$ cat src/hdl/ea_params.svh
// EA unit constants
// Widths, operand queue depth and register codes
`ifndef EA_PARAMS_SVH
`define EA_PARAMS_SVH

`define EA_ADDR_W        24
`define EA_WORD_W        16
`define EA_REG_W         32
`define EA_CODE_W        8
`define EA_STEP_W        2
`define EA_QUEUE_DEPTH   4      // Operand words
`define EA_NULL_REG      8'h40  // Reads as zero
`define EA_FULL_REG_BASE 8'he0  // XWA, then +4 up to XSP

`endif

$ cat src/hdl/ea_pkg.sv
// EA unit types
// Address, register and operand word types shared across the unit
`include "ea_params.svh"

package ea_pkg;

    typedef logic [`EA_ADDR_W-1:0] addr_t;     // Byte address
    typedef logic [`EA_CODE_W-1:0] reg_code_t;
    typedef logic [`EA_REG_W-1:0]  reg_word_t;
    typedef logic [`EA_WORD_W-1:0] op_word_t;  // Also the memory word
    typedef logic [`EA_STEP_W-1:0] step_t;     // 0/1/2 for 1/2/4 bytes

    // Code of full register XWA..XSP from its 3-bit index
    function automatic reg_code_t full_reg(input logic [2:0] idx);
        return reg_code_t'(`EA_FULL_REG_BASE + {idx, 2'b00});
    endfunction

    function automatic reg_word_t step_size(input step_t step);
        reg_word_t size;
        case (step)
            2'd0:    size = 32'd1;
            2'd1:    size = 32'd2;
            2'd2:    size = 32'd4;
            default: size = '0;  // Undefined step, no move
        endcase
        return size;
    endfunction

endpackage

$ cat src/hdl/mem_port_if.sv
// Memory request port
// One requester's view of the shared memory bus
interface mem_port_if;
    logic             req;    // Held until ack
    ea_pkg::addr_t    addr;   // Stable while req is high
    ea_pkg::op_word_t rdata;  // Valid in the ack cycle
    logic             ack;

    modport requester (
        output req,
        output addr,
        input  rdata,
        input  ack
    );

    modport arbiter (
        input  req,
        input  addr,
        output rdata,
        output ack
    );
endinterface

$ cat src/hdl/reg_access_if.sv
// Register bank access
// Base and index read ports plus step update controls
interface reg_access_if;
    ea_pkg::reg_code_t sel;        // Base register
    ea_pkg::reg_word_t rdata;
    ea_pkg::reg_code_t aux_sel;    // Index register
    ea_pkg::reg_word_t aux_rdata;
    ea_pkg::step_t     step;
    logic              inc;
    logic              dec;

    modport master (
        output sel, aux_sel, step, inc, dec,
        input  rdata, aux_rdata
    );

    modport slave (
        input  sel, aux_sel, step, inc, dec,
        output rdata, aux_rdata
    );
endinterface

$ cat src/hdl/ea_addr_gen.sv
// Effective-address generator
// Decodes operand descriptors, takes extension words and forms 24-bit addresses
`include "ea_params.svh"

module ea_addr_gen (
    input  logic             clk,
    input  logic             rst,
    input  ea_pkg::op_word_t op_word,
    input  logic             op_valid,
    output logic             op_take,
    reg_access_if.master     regs,
    output ea_pkg::addr_t    ea,
    output logic             ea_ok,
    input  logic             reader_busy
);
    import ea_pkg::*;

    typedef enum logic {ST_IDLE, ST_EXT} state_t;

    state_t     state;
    logic [4:0] mode;        // Mode of the operand waiting for its extension
    logic [1:0] variant;     // Bits 9:8 of the first word
    logic       idx16;
    addr_t      offset;
    addr_t      idx_ext;
    logic [4:0] cur_mode;
    logic       take_first;
    logic       take_ext;
    logic       done_first;  // First word alone completes the operand
    logic       need_ext;

    assign cur_mode   = {op_word[6], op_word[3:0]};
    // No new operand while a result is pending for the reader
    assign take_first = (state == ST_IDLE) && op_valid && !reader_busy && !ea_ok;
    assign take_ext   = (state == ST_EXT) && op_valid;
    assign op_take    = take_first || take_ext;

    always_comb begin
        done_first = 1'b0;
        need_ext   = 1'b0;
        casez (cur_mode)
            5'b0_????, 5'b1_0000, 5'b1_0100, 5'b1_0101: done_first = 1'b1;
            5'b1_0001, 5'b1_0010: need_ext = 1'b1;
            5'b1_0011: begin
                done_first = (op_word[9:8] == 2'd0);
                need_ext   = (op_word[9:8] == 2'd1) || (op_word[9:8] == 2'd2);
            end
            default: ;  // Consumed, no result
        endcase
    end

    // Index is zero whenever aux_sel holds the null code
    assign idx_ext = idx16 ?
        {{(`EA_ADDR_W-16){regs.aux_rdata[15]}}, regs.aux_rdata[15:0]} :
        {{(`EA_ADDR_W-8){regs.aux_rdata[7]}}, regs.aux_rdata[7:0]};

    assign ea = regs.rdata[`EA_ADDR_W-1:0] + offset + idx_ext;

    always_ff @(posedge clk or posedge rst) begin
        if (rst) begin
            state    <= ST_IDLE;
            ea_ok    <= 1'b0;
            regs.inc <= 1'b0;
            regs.dec <= 1'b0;
        end else begin
            ea_ok    <= (take_first && done_first) || take_ext;
            regs.inc <= take_first && (cur_mode == 5'b1_0101);  // Post-increment
            regs.dec <= take_first && (cur_mode == 5'b1_0100);  // Pre-decrement
            if (take_first && need_ext) begin
                state <= ST_EXT;
            end else if (take_ext) begin
                state <= ST_IDLE;
            end
        end
    end

    always_ff @(posedge clk) begin
        if (take_first) begin
            mode         <= cur_mode;
            variant      <= op_word[9:8];
            idx16        <= op_word[10];
            regs.step    <= op_word[9:8];
            regs.aux_sel <= `EA_NULL_REG;
            offset       <= '0;
            casez (cur_mode)
                5'b0_????: begin
                    regs.sel <= full_reg(op_word[2:0]);
                    if (op_word[3]) begin
                        offset <= {{(`EA_ADDR_W-8){op_word[15]}}, op_word[15:8]};
                    end
                end
                5'b1_0000, 5'b1_0001, 5'b1_0010: begin
                    regs.sel    <= `EA_NULL_REG;  // Absolute, low byte from word 1
                    offset[7:0] <= op_word[15:8];
                end
                5'b1_0011, 5'b1_0101: regs.sel <= {op_word[15:10], 2'b00};
                5'b1_0100: begin
                    regs.sel <= {op_word[15:10], 2'b00};
                    offset   <= '0 - addr_t'(step_size(op_word[9:8]));  // Reg minus step
                end
                default: regs.sel <= `EA_NULL_REG;
            endcase
        end else if (take_ext) begin
            case (mode)
                5'b1_0001: offset[`EA_ADDR_W-1:8] <= {{8{op_word[7]}}, op_word[7:0]};
                5'b1_0010: offset[`EA_ADDR_W-1:8] <= op_word;
                5'b1_0011: begin
                    if (variant == 2'd1) begin
                        offset <= {{(`EA_ADDR_W-16){op_word[15]}}, op_word};  // d16
                    end else begin
                        regs.sel     <= op_word[7:0];
                        regs.aux_sel <= op_word[15:8];
                    end
                end
                default: ;
            endcase
        end
    end

endmodule

$ cat src/hdl/ea_reg_bank.sv
// Register bank for the address unit
// XWA..XSP with base and index read ports, step update and external load
module ea_reg_bank (
    input  logic              clk,
    input  logic              rst,
    reg_access_if.slave       regs,
    input  logic              load,
    input  ea_pkg::reg_code_t load_sel,
    input  ea_pkg::reg_word_t load_data
);
    import ea_pkg::*;

    reg_word_t bank [8];
    reg_word_t step_amt;
    logic      step_en;
    logic      load_en;

    // Only codes with the top three bits set map onto a register
    function automatic logic is_full(input reg_code_t code);
        return code[7:5] == 3'b111;
    endfunction

    assign regs.rdata     = is_full(regs.sel) ? bank[regs.sel[4:2]] : '0;
    assign regs.aux_rdata = is_full(regs.aux_sel) ? bank[regs.aux_sel[4:2]] : '0;

    assign step_amt = step_size(regs.step);
    // Loads stay open during reset so registers can be preset
    assign step_en  = !rst && (regs.inc || regs.dec) && is_full(regs.sel);
    assign load_en  = load && is_full(load_sel);

    always_ff @(posedge clk) begin
        for (int i = 0; i < 8; i++) begin
            if (load_en && (load_sel[4:2] == i)) begin
                bank[i] <= load_data;  // Load wins over a step
            end else if (step_en && (regs.sel[4:2] == i)) begin
                if (regs.inc) begin
                    bank[i] <= bank[i] + step_amt;
                end else begin
                    bank[i] <= bank[i] - step_amt;
                end
            end
        end
    end

endmodule

$ cat src/hdl/op_prefetch.sv
// Operand prefetcher
// Reads operand words upward from address 0 into a small queue
`include "ea_params.svh"

module op_prefetch (
    input  logic             clk,
    input  logic             rst,
    mem_port_if.requester    mem,
    output ea_pkg::op_word_t op_word,
    output logic             op_valid,
    input  logic             op_take
);
    import ea_pkg::*;

    localparam int DEPTH = `EA_QUEUE_DEPTH;
    localparam int PTR_W = $clog2(DEPTH);

    op_word_t         queue [DEPTH];
    logic [PTR_W-1:0] wr_ptr;
    logic [PTR_W-1:0] rd_ptr;
    logic [PTR_W:0]   count;       // Words held
    logic [PTR_W:0]   slots;       // Words held plus the one in flight
    logic             req_q;
    addr_t            fetch_addr;
    logic             issue;

    assign issue = !req_q && (slots < DEPTH);

    always_ff @(posedge clk or posedge rst) begin
        if (rst) begin
            req_q      <= 1'b0;
            wr_ptr     <= '0;
            rd_ptr     <= '0;
            count      <= '0;
            slots      <= '0;
            fetch_addr <= '0;
        end else begin
            if (issue) begin
                req_q <= 1'b1;
            end else if (mem.ack) begin
                req_q <= 1'b0;
            end
            if (mem.ack) begin
                wr_ptr     <= wr_ptr + 1'b1;
                fetch_addr <= fetch_addr + 2'd2;  // Next word
            end
            if (op_take) begin
                rd_ptr <= rd_ptr + 1'b1;
            end
            count <= count + (PTR_W+1)'(mem.ack) - (PTR_W+1)'(op_take);
            slots <= slots + (PTR_W+1)'(issue) - (PTR_W+1)'(op_take);
        end
    end

    always_ff @(posedge clk) begin
        if (mem.ack) begin
            queue[wr_ptr] <= mem.rdata;
        end
    end

    assign mem.req  = req_q;
    assign mem.addr = fetch_addr;
    assign op_word  = queue[rd_ptr];  // Head word
    assign op_valid = (count != '0);

endmodule

$ cat src/hdl/mem_arbiter.sv
// Memory arbiter
// Fixed priority for the data reader over the prefetcher on one memory port
module mem_arbiter (
    input  logic             clk,
    input  logic             rst,
    mem_port_if.arbiter      fetch_port,
    mem_port_if.arbiter      data_port,
    output logic             mem_req,
    output ea_pkg::addr_t    mem_addr,
    input  ea_pkg::op_word_t mem_rdata,
    input  logic             mem_ack
);
    import ea_pkg::*;

    logic  busy;        // Request in flight
    logic  grant_data;
    addr_t addr_q;

    // Grant only moves while the bus is idle
    always_ff @(posedge clk or posedge rst) begin
        if (rst) begin
            busy       <= 1'b0;
            grant_data <= 1'b0;
        end else if (!busy) begin
            if (data_port.req) begin
                grant_data <= 1'b1;
                busy       <= 1'b1;
            end else if (fetch_port.req) begin
                grant_data <= 1'b0;
                busy       <= 1'b1;
            end
        end else if (mem_ack) begin
            busy <= 1'b0;
        end
    end

    // Requesters hold addr until ack, so it is safe to capture at grant
    always_ff @(posedge clk) begin
        if (!busy) begin
            addr_q <= data_port.req ? data_port.addr : fetch_port.addr;
        end
    end

    assign mem_req  = busy;
    assign mem_addr = addr_q;

    assign data_port.ack    = busy && grant_data && mem_ack;
    assign fetch_port.ack   = busy && !grant_data && mem_ack;
    assign data_port.rdata  = mem_rdata;
    assign fetch_port.rdata = mem_rdata;

endmodule

$ cat src/hdl/ea_data_reader.sv
// Data reader
// Fetches the memory word at each effective address
module ea_data_reader (
    input  logic             clk,
    input  logic             rst,
    input  ea_pkg::addr_t    ea,
    input  logic             ea_ok,
    output logic             busy,
    mem_port_if.requester    mem,
    output ea_pkg::op_word_t data,
    output logic             data_valid
);
    import ea_pkg::*;

    typedef enum logic {RD_IDLE, RD_BUSY} rd_state_t;

    rd_state_t state;
    addr_t     addr_q;

    always_ff @(posedge clk or posedge rst) begin
        if (rst) begin
            state      <= RD_IDLE;
            data_valid <= 1'b0;
        end else begin
            data_valid <= 1'b0;
            if (state == RD_IDLE && ea_ok) begin
                state <= RD_BUSY;
            end else if (state == RD_BUSY && mem.ack) begin
                state      <= RD_IDLE;
                data_valid <= 1'b1;
            end
        end
    end

    always_ff @(posedge clk) begin
        if (state == RD_IDLE && ea_ok) begin
            addr_q <= ea;
        end
        if (mem.ack) begin
            data <= mem.rdata;
        end
    end

    assign busy     = (state == RD_BUSY);
    assign mem.req  = busy;   // Held until ack
    assign mem.addr = addr_q;

endmodule

$ cat src/hdl/ea_unit_top.sv
// Effective-address unit top level
// Prefetcher, address generator, register bank and data reader on one memory port
module ea_unit_top (
    input  logic              clk,
    input  logic              rst,
    // External memory
    output logic              mem_req,
    output ea_pkg::addr_t     mem_addr,
    input  ea_pkg::op_word_t  mem_rdata,
    input  logic              mem_ack,
    // Register preload
    input  logic              reg_load,
    input  ea_pkg::reg_code_t reg_load_sel,
    input  ea_pkg::reg_word_t reg_load_data,
    // Results
    output ea_pkg::addr_t     ea,
    output logic              ea_ok,
    output ea_pkg::op_word_t  data,
    output logic              data_valid
);
    import ea_pkg::*;

    op_word_t op_word;
    logic     op_valid;
    logic     op_take;
    logic     reader_busy;

    mem_port_if   fetch_bus ();
    mem_port_if   data_bus ();
    reg_access_if regs_bus ();

    op_prefetch u_prefetch (
        .clk      (clk),
        .rst      (rst),
        .mem      (fetch_bus),
        .op_word  (op_word),
        .op_valid (op_valid),
        .op_take  (op_take)
    );

    ea_addr_gen u_addr_gen (
        .clk         (clk),
        .rst         (rst),
        .op_word     (op_word),
        .op_valid    (op_valid),
        .op_take     (op_take),
        .regs        (regs_bus),
        .ea          (ea),
        .ea_ok       (ea_ok),
        .reader_busy (reader_busy)
    );

    ea_reg_bank u_reg_bank (
        .clk       (clk),
        .rst       (rst),
        .regs      (regs_bus),
        .load      (reg_load),
        .load_sel  (reg_load_sel),
        .load_data (reg_load_data)
    );

    ea_data_reader u_data_reader (
        .clk        (clk),
        .rst        (rst),
        .ea         (ea),
        .ea_ok      (ea_ok),
        .busy       (reader_busy),
        .mem        (data_bus),
        .data       (data),
        .data_valid (data_valid)
    );

    mem_arbiter u_arbiter (
        .clk        (clk),
        .rst        (rst),
        .fetch_port (fetch_bus),
        .data_port  (data_bus),
        .mem_req    (mem_req),
        .mem_addr   (mem_addr),
        .mem_rdata  (mem_rdata),
        .mem_ack    (mem_ack)
    );

endmodule

$ cat config.mk
export PLATFORM = sky130hd
export DESIGN_NAME = ea_unit_top
export DESIGN_NICKNAME = d
export VERILOG_FILES = /design/src/hdl/ea_pkg.sv /design/src/hdl/mem_port_if.sv /design/src/hdl/reg_access_if.sv /design/src/hdl/ea_addr_gen.sv /design/src/hdl/ea_reg_bank.sv /design/src/hdl/op_prefetch.sv /design/src/hdl/mem_arbiter.sv /design/src/hdl/ea_data_reader.sv /design/src/hdl/ea_unit_top.sv
export VERILOG_INCLUDE_DIRS = /design/src /design/src/hdl
export SDC_FILE = /design/constraint.sdc
export NUM_CORES = 1
export LEC_CHECK = 0
export BUFFER_PORTS_ARGS = -buffer_cell sky130_fd_sc_hd__clkbuf_2
export CAP_MARGIN = 20
export CORE_MARGIN = 5
export CORE_UTILIZATION = 63
export DETAILED_ROUTE_END_ITERATION = 8
export PLACE_DENSITY = 0.9
export REMOVE_ABC_BUFFERS = 1
export SKIP_LAST_GASP = 1
export SYNTH_ARGS = -nofsm -noshare
export SYNTH_HDL_FRONTEND = slang
export SYNTH_SLANG_ARGS = --single-unit
$ cat constraint.sdc
create_clock -name clk -period 6.4 [get_ports clk]
set_clock_uncertainty 0.1 [all_clocks]
set_input_delay 0 -clock clk [delete_from_list [all_inputs] [get_ports clk]]
set_output_delay 0 -clock clk [all_outputs]
set_load 0.01 [all_outputs]
# Yosys cells after proc, flatten, opt, wreduce, memory -nomap -nowiden
# Memories as Yosys holds them, arrays and structs flattened. A register that Yosys moved wholly into a read port is not among the register bits.
# Cells that the tools add are included.
[word_totals] reg_bits=155 latchBits=0 ram_bits=320 mem_bits_ro=0 out_inout_bits=67 mem_count=2
[classes] add_sub_neg=27 n_mul=0 div_mod_pow=0 order_cmp=1 n_eq_ne=32 shift=0 muxes=125 bitwise_logic=21 reduce_logical=65
[mem_list] name="u_reg_bank.bank" depth=8 width=32 rd=10 rd_clocked_by_memory_dff=2 write_ports=8 line_no="ea_reg_bank.sv:13" rtl="reg_word_t bank [8];"
[mem_list] name="u_prefetch.queue" depth=4 width=16 rd=1 rd_clocked_by_memory_dff=0 write_ports=1 line_no="op_prefetch.sv:18" rtl="op_word_t queue [DEPTH];"
[op_table] op="$mux 32" n=16
[op_table] op="$add 32x3->32" n=8
[op_table] op="$sub 32x3->32" n=8
[op_table] op="$mux 24" n=10
[op_table] op="$mux 1" n=82
[op_table] op="$add 24x24->24" n=2
[op_table] op="$pmux 16 s3" n=1
[op_table] op="$eq 5x5->1 const B" n=9
[op_table] op="$mux 8" n=5
[op_table] op="$logic_and 1x1->1" n=34
[op_table] op="$eq 3x3->1 const B" n=11
[op_table] op="$pmux 16 s2" n=1
[op_table] op="$add 24x2->24 const B" n=1
[op_table] op="$pmux 8 s3" n=1
[op_table] op="$sub 1x24->24 const A" n=1
[op_table] op="$pmux 3 s3" n=2
[op_table] op="$mux 16" n=1
[op_table] op="$or 1x1->1" n=16
[op_table] op="$pmux 8 s2" n=1
[op_table] op="$reduce_bool 2->1" n=7
[op_table] op="$eq 3x2->1 const B" n=4
[op_table] op="$reduce_and 3->1" n=4
[op_table] op="$mux 3" n=3
[op_table] op="$add 6x6->7 const A" n=1
[op_table] op="other kinds (21)" n=42

# Longest topological paths before layout
[depth] word_depth=9 depth_mapped=21

# Cells and area by module
# A second synthesis with hierarchy kept.
[hier_totals] cells_unflattened=3685 hier_area_um2=36283.5
[by_module_without_submodules] module="ea_reg_bank" n_inst=1 cells_each=2889 area_per_inst_um2=25466.9 seq_area_each_um2=7687.4
[by_module_without_submodules] module="ea_addr_gen" n_inst=1 cells_each=435 area_per_inst_um2=4154.0 seq_area_each_um2=1461.4
[by_module_without_submodules] module="op_prefetch" n_inst=1 cells_each=220 area_per_inst_um2=3927.5 seq_area_each_um2=2772.7
[by_module_without_submodules] module="mem_arbiter" n_inst=1 cells_each=93 area_per_inst_um2=1446.4 seq_area_each_um2=770.7
[by_module_without_submodules] module="ea_data_reader" n_inst=1 cells_each=48 area_per_inst_um2=1288.7 seq_area_each_um2=1251.2

# Worst setup path before layout
# No wires, ideal clock.
[synth_path] path_kind="register to register" startpoint="reg u_addr_gen.regs.sel[7]" endpoint="mem u_reg_bank.bank[4][23] (netlist name), data pin" setup_time_ps=268 arrival_time_ps=5337 required_time_ps=6032 path_slack_ps=694 path_stages_with_launch=16 path_buffers=2 cell_sequence="edfxtp_1 > nand3_1 > nor4_1 > nor2b_1 > nand3_1 > clkbuf_1 > clkbuf_1 > o21ai_0 > ha_1 > or3_1 > o2111ai_1 > a21boi_0 > o21ai_0 > o41ai_1 > xnor2_1 > o21ai_0"
[synth_rtl] item="start: declaration" line_no="reg_access_if.sv:13" rtl="output sel, aux_sel, step, inc, dec,"
[synth_rtl] item="start signal: assignment" line_no="ea_addr_gen.sv:87" rtl="regs.sel <= full_reg(op_word[2:0]);"
[synth_rtl] item="start signal: assignment" line_no="ea_addr_gen.sv:93" rtl="regs.sel <= `EA_NULL_REG;"
[synth_rtl] item="start signal: assignment" line_no="ea_addr_gen.sv:96" rtl="5'b1_0011, 5'b1_0101: regs.sel <= {op_word[15:10], 2'b00};"
[synth_rtl] item="end: declaration" line_no="ea_reg_bank.sv:13"

==> out/metrics.csv <==
stage,metric,value,unit
hold_path,hold_path.class,in2reg,
detailed_routing,drt-vias-per-instance,6.895,
finish,layout-drive-gt1-share,14.24,%
pwr,p_int,6.942,mW
worst_setup_path,critical_path.top_delay_family,compound AO/OA/AOI/OAI gates,
clock_tree,cts.clk_slew.worst_paths,0.06,ns
finish,fin_nets,3086,
detailed_routing,drtAntennaViolNets,0,
timing,final-setup-viol-count,0,
worst_setup_path,worstSetupStartpointType,flip-flop,
floorplanning,design.die.area,50400,µm²
placement,io_buffers,116,
detailed_routing,drc_errors,0,
global_route,vias_in_the_first_global_route,23330,
detailed_routing,vias,24290,
placement,dpl.hpwl,63.43,mm
floorplanning,dieHeight,224.5,µm
worst_setup_path,worst_setup_path_end_kind,output port,
timing,timing_worst_slew_pin_value,1.194,ns
finish,final_core_util,70.41,%
detailed_routing,routed_wl,87.61,mm
timing,timing.final.hold_violations,0,
run_status,outcome,completed,
floorplanning,die_x,224.5,µm
pwr,netSwitchingFraction,38.57,%
global_route,overflow,0,
logic_synthesis,synth_cell_type_count,73,
logic_synthesis,yosys_warnings,0,
logic_synthesis,synth-seq-cells,412,
clock_tree,post_cts.resized_instances,0,
worst_setup_path,worstPathBufferInverterCount,3,
placement,dp_slack,1.341,ns
pwr,power_frac_comb,41.8,%
pwr,power_leakage,11.92,nW
worst_setup_path,critPathKind,reg2out,
global_route,grt_antenna_before_repair,0,
pwr,ir_drop_worst_vdd,0.3595,mV
finish,instances_no_fill,3522,
worst_setup_path,data_required_time_of_the_critical_path,6.30,ns
timing,grt_setup_unrepaired,no,
timing,final_max_slew_viol_count,0,
finish,antenna_cells_inserted,0,
logic_synthesis,synth-main-ff-cell,sky130_fd_sc_hd__edfxtp_1,
timing,min_period,5.755,ns
floorplanning,rows,78,
clock_tree,cts_buffers,46,
floorplanning,ios,127,
pwr,power_per_cell_area,352.9,nW/µm²
clock_tree,clock_sink_count,412,
floorplanning,coreArea,45480,µm²
worst_setup_path,critPathArrivalTime,5.65,ns
clock_tree,h-tree-depth,2,
logic_synthesis,ys_top_cells_by_area,"sky130_fd_sc_hd__edfxtp_1, sky130_fd_sc_hd__mux4_2, sky130_fd_sc_hd__xnor2_1",
timing,maxClockFrequency,173.8,MHz
clock_tree,cts_root_buffer,sky130_fd_sc_hd__clkbuf_16,
logic_synthesis,synth_top_area_share,37.09,%
placement,gp_routability_congestion,1.001,
global_route,groute.usage.overall,33.94,%
job,max_cap_violations,0,
pwr,switchingPower,4.359,mW
placement,dp_cells,3389,
clock_tree,clk_latency,0.63,ns
logic_synthesis,yosys-top-cells-count,"sky130_fd_sc_hd__edfxtp_1, sky130_fd_sc_hd__nand2_1, sky130_fd_sc_hd__o21ai_0",
worst_setup_path,cp_max_stage_cell,sky130_fd_sc_hd__mux4_2,
logic_synthesis,synthesis.area,28990,µm²
timing,final_period_utilization,89.92,%
timing,slew_headroom,20.29,%
worst_setup_path,crit_path_max_fanout,15,
global_route,grt_first_pass_wirelength,134.9,mm
detailed_routing,detail_route.wl_per_cell,24.87,µm
global_route,maximum_number_of_pins_on_one_net_before_global_route_repair,53,
pwr,clkPwrFrac,25.2,%
detailed_routing,dr.first_iter.drc_count,3678,
clock_tree,clock_tree.buffer_depth,3,
logic_synthesis,seq_area_frac_synth,41.54,%
worst_setup_path,critPathMaxStageDelay,0.58,ns
logic_synthesis,number_of_flops_mapped_to_enable_cells_by_yosys,358,
detailed_routing,drtPass1Iterations,9,
logic_synthesis,post-synth-top-count-cell,sky130_fd_sc_hd__edfxtp_1,
logic_synthesis,postSynthCellCount,2829,
worst_setup_path,path_cells,"buf_4, mux4_2, mux2i_1, nor2_1, fa_1, ha_1, inv_1, fa_1, nand2b_1, a21o_1, a32oi_1, o21ai_0, o21ai_0, nor4_1, a21oi_1, xor2_1, clkbuf_2",
floorplanning,floorplan.initialDensity,63.73,%
pwr,p_seq_share,33.0,%
finish,area.growth.synth_to_final,10.47,%
logic_synthesis,synth-async-reset-ratio,10.19,%
timing,setup_slack_of_the_critical_path_after_layout,0.6454,ns
clock_tree,cts_tree,yes,
logic_synthesis,netlist.top_cell.by_area,sky130_fd_sc_hd__edfxtp_1,
logic_synthesis,postSynthAreaPerCell,10.25,µm²
per-stage QoR:
step,hold WS [ns],setup TNS [ns],power (mW),cell area (µm²)
floorplan,-0.001131,-32.15,6.775,28220
global placement,0.1283,0,8.053,29870
detailed placement,0.1409,0,8.266,29880
CTS,0.03191,0,11.16,31900
global route,0.07606,0,11.81,32020
finish,0.04973,0,11.30,32020
flip-flops by register name (all words and copies together) (netlist names), 3 cells and up, named ones only:
register	flops
u_addr_gen.regs.sel	6
u_addr_gen.regs.aux_sel	6
u_prefetch.count	3
u_prefetch.mem.addr	23
u_prefetch.queue	64
u_addr_gen.offset	24
u_reg_bank.bank	192
u_data_reader.mem.addr	24
u_data_reader.data	16
u_prefetch.slots	3
u_addr_gen.mode	5
u_arbiter.mem_addr	24
path summary, 6_finish.rpt:
path / end / slack [ns] / cells past startpoint / start
min in group asynchronous: u_prefetch.mem.addr[4] / 0.14 / 3 / rst
worst min register to register: u_prefetch.mem.addr[23] / 0.38 / 1 / u_prefetch.mem.addr[23]
max in group asynchronous: u_addr_gen.regs.inc / 5.36 / 3 / rst
worst max register to register: u_reg_bank.bank[4][22] / 1.18 / 13 / u_addr_gen.regs.sel[3]
worst min-delay path: u_data_reader.data[9] / 0.05 / 2 / mem_rdata[9]
worst max-delay path: ea[21] / 0.65 / 17 / flip-flop
layout by cell type, fill, tap and decap left out, types with 25 or more instances in the layout:
| master | synthesis | final |
|---|---|---|
| sky130_fd_sc_hd__a21o_1 | 32 | 32 |
| sky130_fd_sc_hd__a21oi_1 | 106 | 106 |
| sky130_fd_sc_hd__a22oi_1 | 25 | 25 |
| sky130_fd_sc_hd__a31oi_1 | 27 | 27 |
| sky130_fd_sc_hd__and3_1 | 46 | 46 |
| sky130_fd_sc_hd__buf_4 | 0 | 39 |
| sky130_fd_sc_hd__clkbuf_16 | 0 | 46 |
| sky130_fd_sc_hd__clkbuf_2 | 3 | 116 |
| sky130_fd_sc_hd__dfrtp_1 | 42 | 41 |
| sky130_fd_sc_hd__dlygate4sd3_1 | 0 | 42 |
| sky130_fd_sc_hd__edfxtp_1 | 358 | 358 |
| sky130_fd_sc_hd__fa_1 | 41 | 41 |
| sky130_fd_sc_hd__ha_1 | 101 | 101 |
| sky130_fd_sc_hd__inv_1 | 125 | 124 |
| sky130_fd_sc_hd__mux2_2 | 58 | 58 |
| sky130_fd_sc_hd__mux2i_1 | 28 | 28 |
| sky130_fd_sc_hd__mux4_2 | 96 | 96 |
| sky130_fd_sc_hd__nand2_1 | 299 | 299 |
| sky130_fd_sc_hd__nand2b_1 | 28 | 28 |
| sky130_fd_sc_hd__nand3_1 | 73 | 72 |
| sky130_fd_sc_hd__nand4_1 | 38 | 38 |
| sky130_fd_sc_hd__nor2_1 | 161 | 161 |
| sky130_fd_sc_hd__nor2b_1 | 27 | 26 |
| sky130_fd_sc_hd__nor3_1 | 97 | 97 |
| sky130_fd_sc_hd__nor4_1 | 28 | 27 |
| sky130_fd_sc_hd__o21ai_0 | 235 | 229 |
| sky130_fd_sc_hd__or3_1 | 27 | 27 |
| sky130_fd_sc_hd__xnor2_1 | 154 | 154 |
| sky130_fd_sc_hd__xor2_1 | 129 | 129 |
final cells by class:
cell class | count | area, µm²
Clock buffer | 56 | 1189
Multi-Input combinational cell | 2096 | 15740
Sequential cell | 412 | 12050
Fill cell | 3216 | 13460
Clock inverter | 30 | 404.1
Timing Repair Buffer | 202 | 1419
Tap cell | 600 | 750.7
Inverter | 126 | 473.0
power by group through the flow:
stage,clock (mW),sequential (mW),combinational (mW)
after floorplan,0,3.85,2.93
after global placement,0,3.76,4.30
after detailed placement,0,3.78,4.48
after CTS,2.84,3.73,4.59
after global routing,2.96,3.75,5.09
final,2.85,3.73,4.73
repair_timing:
item                      CTS  global route
hold endpoints to repair  320             0
setup buffers               0             0
hold buffers               42             0
routing by layer:
metal	wire, µm	GRT usage [%]	vias to the layer above
li1	-	-	10530
met1	32760	46.53	11670
met2	40400	52.55	1756
met3	9502	6.434	328
met4	4943	16.72	0
met5	0	0	-
logic make-up (layout without fill, tap and decap cells):
family,Yosys count,in the layout,synth area share [%]
buf+inv,321,414,4.265
flops,412,412,41.54
simple gates,910,910,15.40
xor+xnor,283,283,8.551
fa+ha+maj,142,142,7.192
compound gates,579,579,12.37
mux,182,182,10.68
(Power assumes the default switching activity.)
